[src/logic/fetch_pkg.sv]
package fetch_pkg;

    // Basic bus quantities
    typedef logic [31:0] addr_t;    // Byte address
    typedef logic [31:0] word_t;    // Instruction word

    // AHB transfer type, only the two kinds a fetch unit issues
    typedef enum logic [1:0] {
        IDLE   = 2'b00,             // No transfer
        NONSEQ = 2'b10              // Single word read
    } htrans_e;

    // Request side of the instruction bus, driven by the fetch stage
    typedef struct packed {
        addr_t   haddr;             // Word aligned fetch address
        htrans_e htrans;            // Transfer type
    } ahb_req_t;

    // Response side of the instruction bus
    typedef struct packed {
        word_t hrdata;              // Read data of the current data phase
        logic  hready;              // Data phase finished
        logic  hresp;               // Error response, sampled with hready
    } ahb_rsp_t;

    // Status attached to every buffered instruction
    typedef enum logic {
        FETCH_OK        = 1'b0,
        FETCH_BUS_ERROR = 1'b1      // Bus answered with hresp
    } fetch_status_e;

    // One IFB entry, also the word handed to decode
    typedef struct packed {
        word_t         instr;
        fetch_status_e status;
        addr_t         addr;        // Address the word came from
    } fetch_entry_t;

    // First fetch address after reset
    localparam addr_t RESET_ADDR = 32'h0000_0100;

endpackage

[src/logic/fetch_buffer.sv]
module fetch_buffer #(
    parameter int BUF_DEPTH = 4
) (
    input  logic                                 s_clk_i,
    input  logic                                 arst_n_i,
    input  logic                                 flush_i,       // Drop all entries
    input  logic                                 push_i,        // Write one entry
    input  fetch_pkg::fetch_entry_t              push_entry_i,
    input  logic                                 pop_i,         // Decode ready
    output logic                                 valid_o,       // Head entry present
    output fetch_pkg::fetch_entry_t              entry_o,       // Head entry
    output logic [$clog2(BUF_DEPTH + 1)-1:0]     occupied_o     // Number of held entries
);

    localparam int PTR_W = $clog2(BUF_DEPTH);
    localparam int CNT_W = $clog2(BUF_DEPTH + 1);

    fetch_pkg::fetch_entry_t mem_q [BUF_DEPTH];   // Entry storage, no reset

    logic [PTR_W-1:0] wr_ptr_q;                 // Next slot to write
    logic [PTR_W-1:0] rd_ptr_q;                 // Oldest entry
    logic [CNT_W-1:0] count_q;
    logic             pop;                      // Pop of a present entry

    // Circular increment, depth need not be a power of two
    function automatic logic [PTR_W-1:0] next_ptr(input logic [PTR_W-1:0] ptr);
        logic [PTR_W-1:0] nxt;
        if (ptr == PTR_W'(BUF_DEPTH - 1)) begin
            nxt = '0;
        end else begin
            nxt = ptr + PTR_W'(1);
        end
        return nxt;
    endfunction

    assign valid_o    = count_q != '0;
    assign pop        = pop_i & valid_o;        // Ready alone does not pop an empty IFB
    assign entry_o    = mem_q[rd_ptr_q];
    assign occupied_o = count_q;

    // Pointers and count
    always_ff @(posedge s_clk_i or negedge arst_n_i) begin
        if (!arst_n_i) begin
            wr_ptr_q <= '0;
            rd_ptr_q <= '0;
            count_q  <= '0;
        end else if (flush_i) begin
            wr_ptr_q <= '0;                     // Everything buffered is from the old flow
            rd_ptr_q <= '0;
            count_q  <= '0;
        end else begin
            if (push_i) begin
                wr_ptr_q <= next_ptr(wr_ptr_q);
            end
            if (pop) begin
                rd_ptr_q <= next_ptr(rd_ptr_q);
            end
            case ({push_i, pop})
                2'b10:   count_q <= count_q + CNT_W'(1);
                2'b01:   count_q <= count_q - CNT_W'(1);
                default: count_q <= count_q;    // Both or neither
            endcase
        end
    end

    // Storage write
    always_ff @(posedge s_clk_i) begin
        if (push_i) begin
            mem_q[wr_ptr_q] <= push_entry_i;
        end
    end

    // The controller reserves a slot before every fetch
    a_no_push_full: assert property (@(posedge s_clk_i) disable iff (!arst_n_i)
        push_i |-> (count_q < CNT_W'(BUF_DEPTH)))
        else $error("IFB overflow, fetch issued without free slot");

endmodule

[src/logic/fetch_phase_ctrl.sv]
module fetch_phase_ctrl #(
    parameter int BUF_DEPTH = 4
) (
    input  logic                                 s_clk_i,
    input  logic                                 arst_n_i,
    input  logic                                 flush_i,       // Redirect request
    input  fetch_pkg::addr_t                     redirect_i,    // Redirect target
    input  fetch_pkg::ahb_rsp_t                  ahb_rsp_i,
    input  logic [$clog2(BUF_DEPTH + 1)-1:0]     occupied_i,    // IFB fill level
    output fetch_pkg::ahb_req_t                  ahb_req_o,
    output logic                                 push_o,        // Store word into IFB
    output fetch_pkg::fetch_entry_t              push_entry_o
);

    localparam int CNT_W = $clog2(BUF_DEPTH + 1);

    // FE0 holds the address phase, FE1 the data phase
    fetch_pkg::addr_t fe0_add_q, fe0_add_d;
    logic             fe0_utd_q, fe0_utd_d;     // Address phase belongs to the current flow
    fetch_pkg::addr_t fe1_add_q, fe1_add_d;
    logic             fe1_utd_q, fe1_utd_d;     // Returned data will be needed
    logic             fe1_park_q, fe1_park_d;   // FE1 holds a redirect waiting for FE0

    logic             hready;
    logic             fe0_hold;                 // Address must stay on the bus
    logic [CNT_W-1:0] free_cnt;                 // Empty IFB entries
    logic [1:0]       busy_cnt;                 // Words already in flight
    logic             ifb_available;            // Room for one more fetch

    assign hready   = ahb_rsp_i.hready;
    assign fe0_hold = ~hready & fe0_utd_q;      // Waiting NONSEQ may not change

    // A new fetch needs a slot beyond every phase still in flight
    assign free_cnt      = CNT_W'(BUF_DEPTH) - occupied_i;
    assign busy_cnt      = {1'b0, fe0_utd_q} + {1'b0, fe1_utd_q};
    assign ifb_available = free_cnt > CNT_W'(busy_cnt);

    // Bus request straight from FE0
    assign ahb_req_o.haddr  = fe0_add_q;
    assign ahb_req_o.htrans = fe0_utd_q ? fetch_pkg::NONSEQ : fetch_pkg::IDLE;

    // Data phase completes into the IFB, never in the flush cycle
    assign push_o              = fe1_utd_q & hready & ~flush_i;
    assign push_entry_o.instr  = ahb_rsp_i.hrdata;
    assign push_entry_o.status = ahb_rsp_i.hresp ? fetch_pkg::FETCH_BUS_ERROR
                                                 : fetch_pkg::FETCH_OK;
    assign push_entry_o.addr   = fe1_add_q;

    always_comb begin : fe0_update
        fe0_add_d = fe0_add_q;
        fe0_utd_d = fe0_utd_q;
        if (fe0_hold) begin
            // Stalled address phase keeps its address and type
        end else if (flush_i) begin
            fe0_add_d = {redirect_i[31:2], 2'b00};  // IFB is emptied, no space check needed
            fe0_utd_d = 1'b1;
        end else if (fe1_park_q) begin
            fe0_add_d = fe1_add_q;                  // Parked redirect moves to the bus
            fe0_utd_d = 1'b1;
        end else if (fe0_utd_q) begin
            fe0_add_d = fe0_add_q + 32'd4;          // Accepted, go to the next word
            fe0_utd_d = ifb_available;
        end else begin
            fe0_utd_d = ifb_available;              // Waiting for IFB room
        end
    end

    always_comb begin : fe1_update
        fe1_add_d  = fe1_add_q;
        fe1_utd_d  = fe1_utd_q;
        fe1_park_d = fe1_park_q;
        if (flush_i & fe0_hold) begin
            // FE0 is locked on the bus, keep the redirect here meanwhile
            fe1_add_d  = {redirect_i[31:2], 2'b00};
            fe1_utd_d  = 1'b0;
            fe1_park_d = 1'b1;
        end else if (flush_i | (hready & fe1_park_q)) begin
            fe1_utd_d  = 1'b0;                      // Phase moving in is stale
            fe1_park_d = 1'b0;
        end else if (hready) begin
            fe1_add_d  = fe0_add_q;                 // Address phase turns into data phase
            fe1_utd_d  = fe0_utd_q;
            fe1_park_d = 1'b0;
        end
    end

    always_ff @(posedge s_clk_i or negedge arst_n_i) begin
        if (!arst_n_i) begin
            fe0_add_q  <= fetch_pkg::RESET_ADDR;
            fe0_utd_q  <= 1'b0;
            fe1_utd_q  <= 1'b0;
            fe1_park_q <= 1'b0;
        end else begin
            fe0_add_q  <= fe0_add_d;
            fe0_utd_q  <= fe0_utd_d;
            fe1_utd_q  <= fe1_utd_d;
            fe1_park_q <= fe1_park_d;
        end
    end

    always_ff @(posedge s_clk_i) begin
        fe1_add_q <= fe1_add_d;                     // Qualified by fe1_utd_q and fe1_park_q
    end

    // AHB rule, a waiting address phase is frozen until hready
    a_req_stable: assert property (@(posedge s_clk_i) disable iff (!arst_n_i)
        (ahb_req_o.htrans == fetch_pkg::NONSEQ) && !hready |=> $stable(ahb_req_o))
        else $error("fetch request changed during a wait state");

    // Buffered words plus words in flight never exceed the IFB
    a_room_kept: assert property (@(posedge s_clk_i) disable iff (!arst_n_i)
        (32'(occupied_i) + 32'(busy_cnt)) <= 32'(BUF_DEPTH))
        else $error("more fetches in flight than free IFB entries");

endmodule

[src/logic/fetch_stage.sv]
module fetch_stage #(
    parameter int BUF_DEPTH = 4                     // IFB entries, at least 3
) (
    input  logic                    s_clk_i,        // Core clock
    input  logic                    arst_n_i,       // Async reset, active low

    input  logic                    flush_i,        // Redirect pulse from a later stage
    input  fetch_pkg::addr_t        redirect_i,     // New fetch address on flush

    input  fetch_pkg::ahb_rsp_t     ahb_rsp_i,      // Instruction bus response
    output fetch_pkg::ahb_req_t     ahb_req_o,      // Instruction bus request

    output logic                    valid_o,        // Entry available for decode
    output fetch_pkg::fetch_entry_t entry_o,        // Oldest buffered instruction
    input  logic                    ready_i         // Decode takes the entry
);

    localparam int CNT_W = $clog2(BUF_DEPTH + 1);

    /*  The stage is split in two parts:
        the phase controller owns FE0 (address phase) and FE1 (data phase),
        the IFB decouples bus timing from decode back-pressure.
        The occupancy count closes the loop so that no fetch is started
        unless its word is sure to find a free IFB slot. */

    logic                    ifb_push;              // Completed data phase to store
    fetch_pkg::fetch_entry_t ifb_push_entry;        // Word, status and address
    logic [CNT_W-1:0]        ifb_occupied;          // Entries held in the IFB

    // Address and data phase sequencing
    fetch_phase_ctrl #(
        .BUF_DEPTH    (BUF_DEPTH)
    ) u_phase_ctrl (
        .s_clk_i      (s_clk_i),
        .arst_n_i     (arst_n_i),
        .flush_i      (flush_i),
        .redirect_i   (redirect_i),
        .ahb_rsp_i    (ahb_rsp_i),
        .occupied_i   (ifb_occupied),
        .ahb_req_o    (ahb_req_o),
        .push_o       (ifb_push),
        .push_entry_o (ifb_push_entry)
    );

    // Instruction fetch buffer towards decode
    fetch_buffer #(
        .BUF_DEPTH    (BUF_DEPTH)
    ) u_ifb (
        .s_clk_i      (s_clk_i),
        .arst_n_i     (arst_n_i),
        .flush_i      (flush_i),                    // Stale words are dropped on redirect
        .push_i       (ifb_push),
        .push_entry_i (ifb_push_entry),
        .pop_i        (ready_i),                    // Qualified with valid inside the IFB
        .valid_o      (valid_o),
        .entry_o      (entry_o),
        .occupied_o   (ifb_occupied)
    );

endmodule

[config.mk]
export PLATFORM = sky130hd
export DESIGN_NAME = fetch_stage
export DESIGN_NICKNAME = d
export VERILOG_FILES = /design/src/logic/fetch_pkg.sv /design/src/logic/fetch_buffer.sv /design/src/logic/fetch_phase_ctrl.sv /design/src/logic/fetch_stage.sv
export SDC_FILE = /design/constraint.sdc
export NUM_CORES = 1
export LEC_CHECK = 0
export BUFFER_PORTS_ARGS = -buffer_cell sky130_fd_sc_hd__buf_4
export CAP_MARGIN = 40
export CORE_MARGIN = 5
export CORE_UTILIZATION = 40
export CTS_CLUSTER_SIZE = 28
export DETAILED_ROUTE_END_ITERATION = 10
export PLACE_DENSITY = 0.68
export SYNTH_ARGS = -nofsm -noshare
export SYNTH_HDL_FRONTEND = slang
export SYNTH_HIERARCHICAL = 1
export SYNTH_SLANG_ARGS = --single-unit
[constraint.sdc]
create_clock -name s_clk_i -period 5.9 [get_ports s_clk_i]
set_input_delay 0.885 -clock s_clk_i [delete_from_list [all_inputs] [get_ports s_clk_i]]
set_output_delay 0.885 -clock s_clk_i [all_outputs]
set_load 0.005 [all_outputs]
==> metrics, run 1 <==
Async S/R FF share, synth 12.6%; area of the die 0.0387 sq mm; number of placement rows 68; most common library cells after synthesis edfxtp_1, mux4_2, dfrtp_1, buf_4, a22o_1; post-detailed-placement cell area 0.0154 sq mm; via total after detailed routing 7842; count of input and output buffers ~170; fraction of final layout cells sized beyond drive strength 1 32.3%; biggest cell delay along the critical path 0.93 ns; Rel. slew slack a little over two fifths; maximum level of the CTS H-tree 2; Final Wtd Congestion 0.778; peak ir drop on the vdd network roughly 240 uV; Cell Chain, Critical Path buf_4 -> mux4_2 -> buf_4; syn_nets 887; multi-input logic area 0.00362 sq mm; Synth Area per Inst around 17 sq um; achievable clock frequency ~260 MHz; via count of the first global-routing pass 8135; number of synthesized register bits 334; minimum clock period 3.84 ns; number of buffers created by CTS 36; fraction of the yosys area taken by sequential cells about 70%; maximum number of pins on one net before global-route repair 48; area fraction of the dominant cell type after synthesis 62.4%; setup clock skew after layout 0.0229 ns; final setup violation count 0; max-capacitance violation count 0; antenna violations before repair 1; clock edge transition at the registers on the reported setup and hold paths 0.06 ns; power density of the placed cells ~370 mW/mm^2; post-route setup TNS 0 ns; data arrival at the endpoint of the critical path 2.95 ns; post-DR wirelength/cell 22.6 microns; buffer depth of the longest clock path 3; CTS Hold Bufs 0; die span in x a little under 200 microns; most area-hungry cell type in the Yosys netlist edfxtp_1; residual DRC count 0; most frequent CP cell buf_4; prevailing post-synth register cell edfxtp_1; RR Endpoint u_phase_ctrl/fe0_add_q[16]; unrepaired setup endpoints after global routing false; routed vias/inst 5.50; total standard cell area after synthesis 0.0140 sq mm; Starting DRT DRC Count roughly 490; maximum fanout encountered on the critical timing path 38; global-route usage over all layers between 10% and 20%; root buffer cell clkbuf_16; Setup Fix Bufs, Post-CTS 0; R2R setup slack 3.22 ns; final hold vios 0; path type of the worst setup path flip-flop to output port; register cell area after layout 0.00981 sq mm; number of synthesized flops with an enable pin 290; Detailed Place HPWL 20.5 mm; number of filler cells placed in the layout 2977; CP bufs+invs 2; chip height 197 microns; fraction of the core area covered by cells at the end of the flow 47.8%; I/O pin count 170; reported leakage power 5.77 nW; Post-Route WL 32.3 mm; WP data required 5.02 ns; type of destination of the critical path output port; number of cells on the worst reg-to-reg path 7; first-pass GRT wire length 49.6 mm; clock tree from TritonCTS yes; family with the most delay on the worst path flip-flops; global route total overflow 0; clock latency reported for the late side of the worst-skew pair 0.52 ns; count of antenna-violating nets left after detailed routing 0; number of distinct standard cells referenced by the synthesized netlist 67; area added between synthesis and finish 18.3%; most frequent cell after synthesis edfxtp_1; gate count of the mapped netlist 806; critical path launch point type flip-flop; core area 0.0345 sq mm; Worst path slowest cell dfrtp_4; Post-Layout Inst Area 0.0165 sq mm; Worst R2R Start u_phase_ctrl/fe1_park_q; starting utilization of the core area 40.4%; Final #Nets 1025; detailed-router iteration count before antenna repair 5; Worst Max-Slew Pin Slew between 0.8 and 0.9 ns; total of warnings raised by yosys 6; clk sinks between 300 and 400; cts repair resizes 0; kind of path behind the tightest hold check input port to async pin; final worst-path cycle share 65.1%; result of the run finished clean; leading post-synthesis cells by cell area edfxtp_1, mux4_2, dfrtp_1, a22o_1, buf_4; Slew Limit Fails 0
-- registers in the layout (all words and copies together), names as in the netlist --
register and count:
u_phase_ctrl/fe0_utd_q 1, u_ifb/rd_ptr_q 2, u_phase_ctrl/fe1_add_q 32, u_phase_ctrl/fe0_add_q 32, u_ifb/mem_q 260, u_phase_ctrl/fe1_utd_q 1, u_ifb/occupied_o 3, u_phase_ctrl/fe1_park_q 1
u_ifb/wr_ptr_q 2
-- kinds of logic after synthesis --
group,after synthesis,synth area share (%)
adder cells (fa/ha/maj),11,1.04
multiplexers,73,11.1
buffers and inverters,92,3.97
AND/OR/NAND/NOR,130,5.21
XOR/XNOR,12,0.753
AO/OA/AOI/OAI,153,7.74
other,1,0.0269
flip-flops,334,70.2
-- routing by layer --
metal | share of wire, % | GRT usage, % | routed length [microns] | vias up
met5 | 0 | 0 | 0 | -
met2 | 49 | 26.7 | 15700 | 286
met4 | 2.1 | 4.52 | 676 | 0
li1 | - | - | - | 3493
met1 | 42 | 22.6 | 13400 | 4015
met3 | 7.7 | 4.10 | 2490 | 48
-- worst max-delay path by stage --
| stage | cells past startpoint | from | to | slack, ns |
|---|---|---|---|---|
| 5_1_grt | 3 | u_ifb/rd_ptr_q[0] | entry_o[3] | 1.82 |
| 3_5_place_dp | 5 | flush_i | u_ifb/mem_q[3][52] | 1.82 |
| 4_1_cts | 3 | u_ifb/rd_ptr_q[0] | entry_o[31] | 1.94 |
| 3_3_place_gp | 5 | flush_i | u_ifb/mem_q[0][28] | 1.88 |
| 6_report | 3 | u_ifb/rd_ptr_q[0] | entry_o[3] | 2.06 |
| 2_1_floorplan | 7 | flush_i | u_ifb/mem_q[3][0] | 1.85 |
-- power breakdown --
| group | internal (mW) | switching, mW |
|---|---|---|
| Combinational | 0.632 | 0.485 |
| Clock | 1.18 | 0.867 |
| Sequential | 2.72 | 0.262 |
-- per-stage QoR --
stage	hold WS, ns	setup WS, ns	std cells	power, mW
after global routing	0.409	1.82	1427	6.45
after CTS	0.379	1.94	1426	6.24
after floorplan	0.473	1.85	806	3.65
final	0.375	2.06	1427	6.15
after detailed placement	0.522	1.82	1361	4.17
after global placement	0.503	1.88	1358	4.14
-- area by class of cell --
class / instances / area share (%)
flip-flops and latches: 334 / 59.4
multi-input cells: 380 / 21.9
repair buffers: 182 / 8.49
clock buffers: 49 / 6.00
well taps: 455 / 3.45
clock inverters: 16 / 0.523
inverters: 10 / 0.227
diodes: 1 / 0.0151
-- cells in the final DEF, fill, tap and decap left out, types with 4 or more instances in the layout --
master | synthesis | layout
o2bb2ai_1 | 4 | 4
a22o_1 | 37 | 37
nand4_1 | 8 | 8
nand3_1 | 11 | 11
clkinv_1 | 0 | 6
a21oi_1 | 28 | 28
clkbuf_16 | 0 | 37
buf_4 | 38 | 179
xor2_1 | 6 | 6
clkinv_2 | 0 | 6
edfxtp_1 | 290 | 290
mux4_2 | 65 | 65
xnor2_1 | 6 | 6
mux2i_1 | 8 | 8
o211ai_1 | 6 | 6
dfrtp_1 | 41 | 39
nand2b_1 | 5 | 5
and2_4 | 0 | 4
a31oi_1 | 5 | 5
clkbuf_1 | 28 | 10
nand2_1 | 31 | 31
nor2_1 | 31 | 30
inv_1 | 10 | 10
ha_1 | 10 | 10
o21ai_0 | 33 | 33
and3_1 | 14 | 14
-- worst reg2reg max path, stage by stage (launching register included) --
cell and delay (ns):
dfrtp_1 0.60, buf_4 0.36, or2_2 0.44, o21ai_2 0.08, buf_4 0.30, nor2_1 0.42
nand2_1 0.18, o221ai_1 0.21
Power figures use the tool's default switching activity.
==> run 2: changes to the inputs <==
--- a/config.mk
+++ b/config.mk
@@ -11,7 +11,7 @@
 export CORE_UTILIZATION = 40
 export CTS_CLUSTER_SIZE = 28
 export DETAILED_ROUTE_END_ITERATION = 10
-export PLACE_DENSITY = 0.68
+export PLACE_DENSITY = 0.71
 export SYNTH_ARGS = -nofsm -noshare
 export SYNTH_HDL_FRONTEND = slang
 export SYNTH_HIERARCHICAL = 1
==> constraint.sdc (replaced) <==
create_clock -name s_clk_i -period 3.4 [get_ports s_clk_i]
set_input_delay 0.51 -clock s_clk_i [delete_from_list [all_inputs] [get_ports s_clk_i]]
set_output_delay 0.51 -clock s_clk_i [all_outputs]
set_load 0.005 [all_outputs]
==> run 2 against run 1 <==
Effect of this change: critical endpoint is now entry_o[57]; critical path type unchanged; sequential share of layout area down 0.38 points; highest routed layer unchanged; critical path depth stayed put; final area rose by 0.64%; largest cell class unchanged.
==> metrics, run 2 (synthesized netlist as in run 1, its figures left out) <==
result of the run finished clean; root buffer cell clkbuf_16; Worst path slowest cell dfrtp_4; clock edge transition at the registers on the reported setup and hold paths 0.06 ns (about the same); most frequent CP cell buf_4; type of destination of the critical path output port; minimum clock period 2.97 ns; multi-input logic area 0.00362 sq mm (unchanged); proportion of total power due to net switching 25.9% (-0.32 points); final hold vios 0 (unchanged); Int Power 7.91 mW (+74%); Setup WS pre-CTS 0.852 ns (-0.964 ns); detailed-router iteration count before antenna repair 5 (unchanged); area of the die 0.0387 sq mm (unchanged); power density of the placed cells 642 mW/mm^2 (+73%); Starting DRT DRC Count 581 (+19%); Final Wtd Congestion 0.820 (+5.3%); number of filler cells placed in the layout 2935 (-1.4%); post-route setup TNS 0 ns (unchanged); register name with the most flops u_ifb/mem_q; Post-Route WL 31.9 mm (-1.2%); Final #Nets 1033 (+0.78%); register cell area after layout 0.00981 sq mm (unchanged); count of antenna-violating nets left after detailed routing 0 (unchanged); buffer depth of the longest clock path 3 (unchanged); Setup Fix Bufs, Post-CTS 0 (unchanged); biggest cell delay along the critical path 0.88 ns (-0.05 ns); reported leakage power 5.81 nW (+0.64%); via count of the first global-routing pass 7959 (-2.2%); final setup violation count 0 (unchanged); clock latency reported for the late side of the worst-skew pair 0.51 ns (about the same); global route total overflow 0 (unchanged); Comb pwr share 18.7% (+0.5 points); most frequent standard cell in the layout excluding fill and tap cells edfxtp_1; first-pass GRT wire length 48.9 mm (-1.2%); proportion of power drawn by the clock network 33.0% (-0.3 points); Slew Limit Fails 0 (unchanged); fraction of final layout cells sized beyond drive strength 1 32.5% (+0.17 points); maximum number of pins on one net before global-route repair 50 (+4.2%); residual DRC count 0 (unchanged); Worst Max-Slew Pin Slew 0.720 ns (-0.121 ns); CP bufs+invs 2 (unchanged); post-route total power 10.7 mW (+74%); post-DR wirelength/cell 22.3 microns (-1.2%); I/O pin count 170 (unchanged); number of flip-flops in the largest register 260 (unchanged); antenna violations before repair 0 (-1); Ant. Diodes 0 (-1); achievable clock frequency 337 MHz; count of input and output buffers 166 (unchanged); net switching power of the design 2.77 mW (+72%); Rel. slew slack 51.7% (+7.8 points); routed vias/inst 5.53 (+0.62%); via total after detailed routing 7891 (+0.62%); family with the most delay on the worst path flip-flops; number of buffers created by CTS 36 (unchanged); core area 0.0345 sq mm (unchanged); kind of path behind the tightest hold check input port to async pin; clock tree from TritonCTS yes; final worst-path cycle share 87.4%; path type of the worst setup path flip-flop to output port; max-capacitance violation count 0 (unchanged); starting utilization of the core area 40.4% (unchanged); WP data required 2.89 ns (-2.13 ns); post-route worst setup slack 0.430 ns (-1.63 ns); setup clock skew after layout 0.0168 ns (-0.00614 ns); die span in x 197 microns (unchanged); largest registers ranked by flip-flop count u_ifb/mem_q (260), u_phase_ctrl/fe0_add_q (32), u_phase_ctrl/fe1_add_q (32); clk sinks 334 (unchanged); chip height 197 microns (unchanged); maximum fanout encountered on the critical timing path 31 (-18%); cts repair resizes 0 (unchanged); global-route usage over all layers 16.3% (-0.22 points); number of placement rows 68 (unchanged); Detailed Place HPWL 20.7 mm (+0.84%); Reg power frac 48.3% (-0.2 points); commonest non-fill, non-tap cells in the layout edfxtp_1, buf_4, mux4_2, dfrtp_1, clkbuf_16; peak ir drop on the vdd network 385 uV (+58%); beginning of the critical path u_ifb/rd_ptr_q[0]; Worst R2R Start u_phase_ctrl/fe0_add_q[2]; unrepaired setup endpoints after global routing false; CTS Hold Bufs 0 (unchanged); data arrival at the endpoint of the critical path 2.46 ns (-0.49 ns); critical path launch point type flip-flop; Cell Chain, Critical Path buf_4 -> mux4_2 -> buf_4; maximum level of the CTS H-tree 2 (unchanged); area added between synthesis and finish 19.1%
[run 2: path summary, 6_finish.rpt]
path,to,slack [ns],cells past startpoint
setup / recovery,entry_o[57],0.43,3
hold reg to reg,u_phase_ctrl/fe0_add_q[0],0.52,1
max in group asynchronous,u_ifb/rd_ptr_q[0],2.95,1
min in group s_clk_i,u_phase_ctrl/fe1_park_q,0.20,2
hold / removal,u_phase_ctrl/fe0_add_q[4],0.002,1
setup reg to reg,u_phase_ctrl/fe0_add_q[30],0.90,6
[run 2: metrics by stage]
step,std cells,hold WS [ns],instance area (sq um),util [%]
after floorplan,806,0.214,14000,-
after global placement,1368,0.502,15500,45.0
after detailed placement,1369,0.512,15600,45.1
after CTS,1427,0.00818,16600,48.1
after global routing,1427,0.0372,16600,48.1
final,1427,0.00187,16600,48.1
[run 2: power groups by stage]
stage | Combinational (mW) | Clock (mW) | Sequential, mW
2_1_floorplan | 1.30 | 0 | 5.03
6_report | 2.00 | 3.52 | 5.15
5_1_grt | 2.19 | 3.81 | 5.21
3_3_place_gp | 1.98 | 0 | 5.24
3_5_place_dp | 2.04 | 0 | 5.24
4_1_cts | 2.05 | 3.63 | 5.16
[run 2: metal layers]
metal	vias up	track usage [%]	wire [microns]
met5	-	0	0
met4	0	4.34	732
met3	47	3.68	2170
met2	259	26.8	15700
met1	4074	22.1	13300
li1	3511	-	-
[run 2: layout make-up]
| type | count | area share [%] |
|---|---|---|
| clock buffer | 51 | 6.07 |
| tap | 455 | 3.42 |
| multi-input combinational | 380 | 21.8 |
| inverter | 10 | 0.226 |
| sequential | 334 | 59.0 |
| clock inverter | 7 | 0.271 |
| timing repair buffer | 190 | 9.23 |
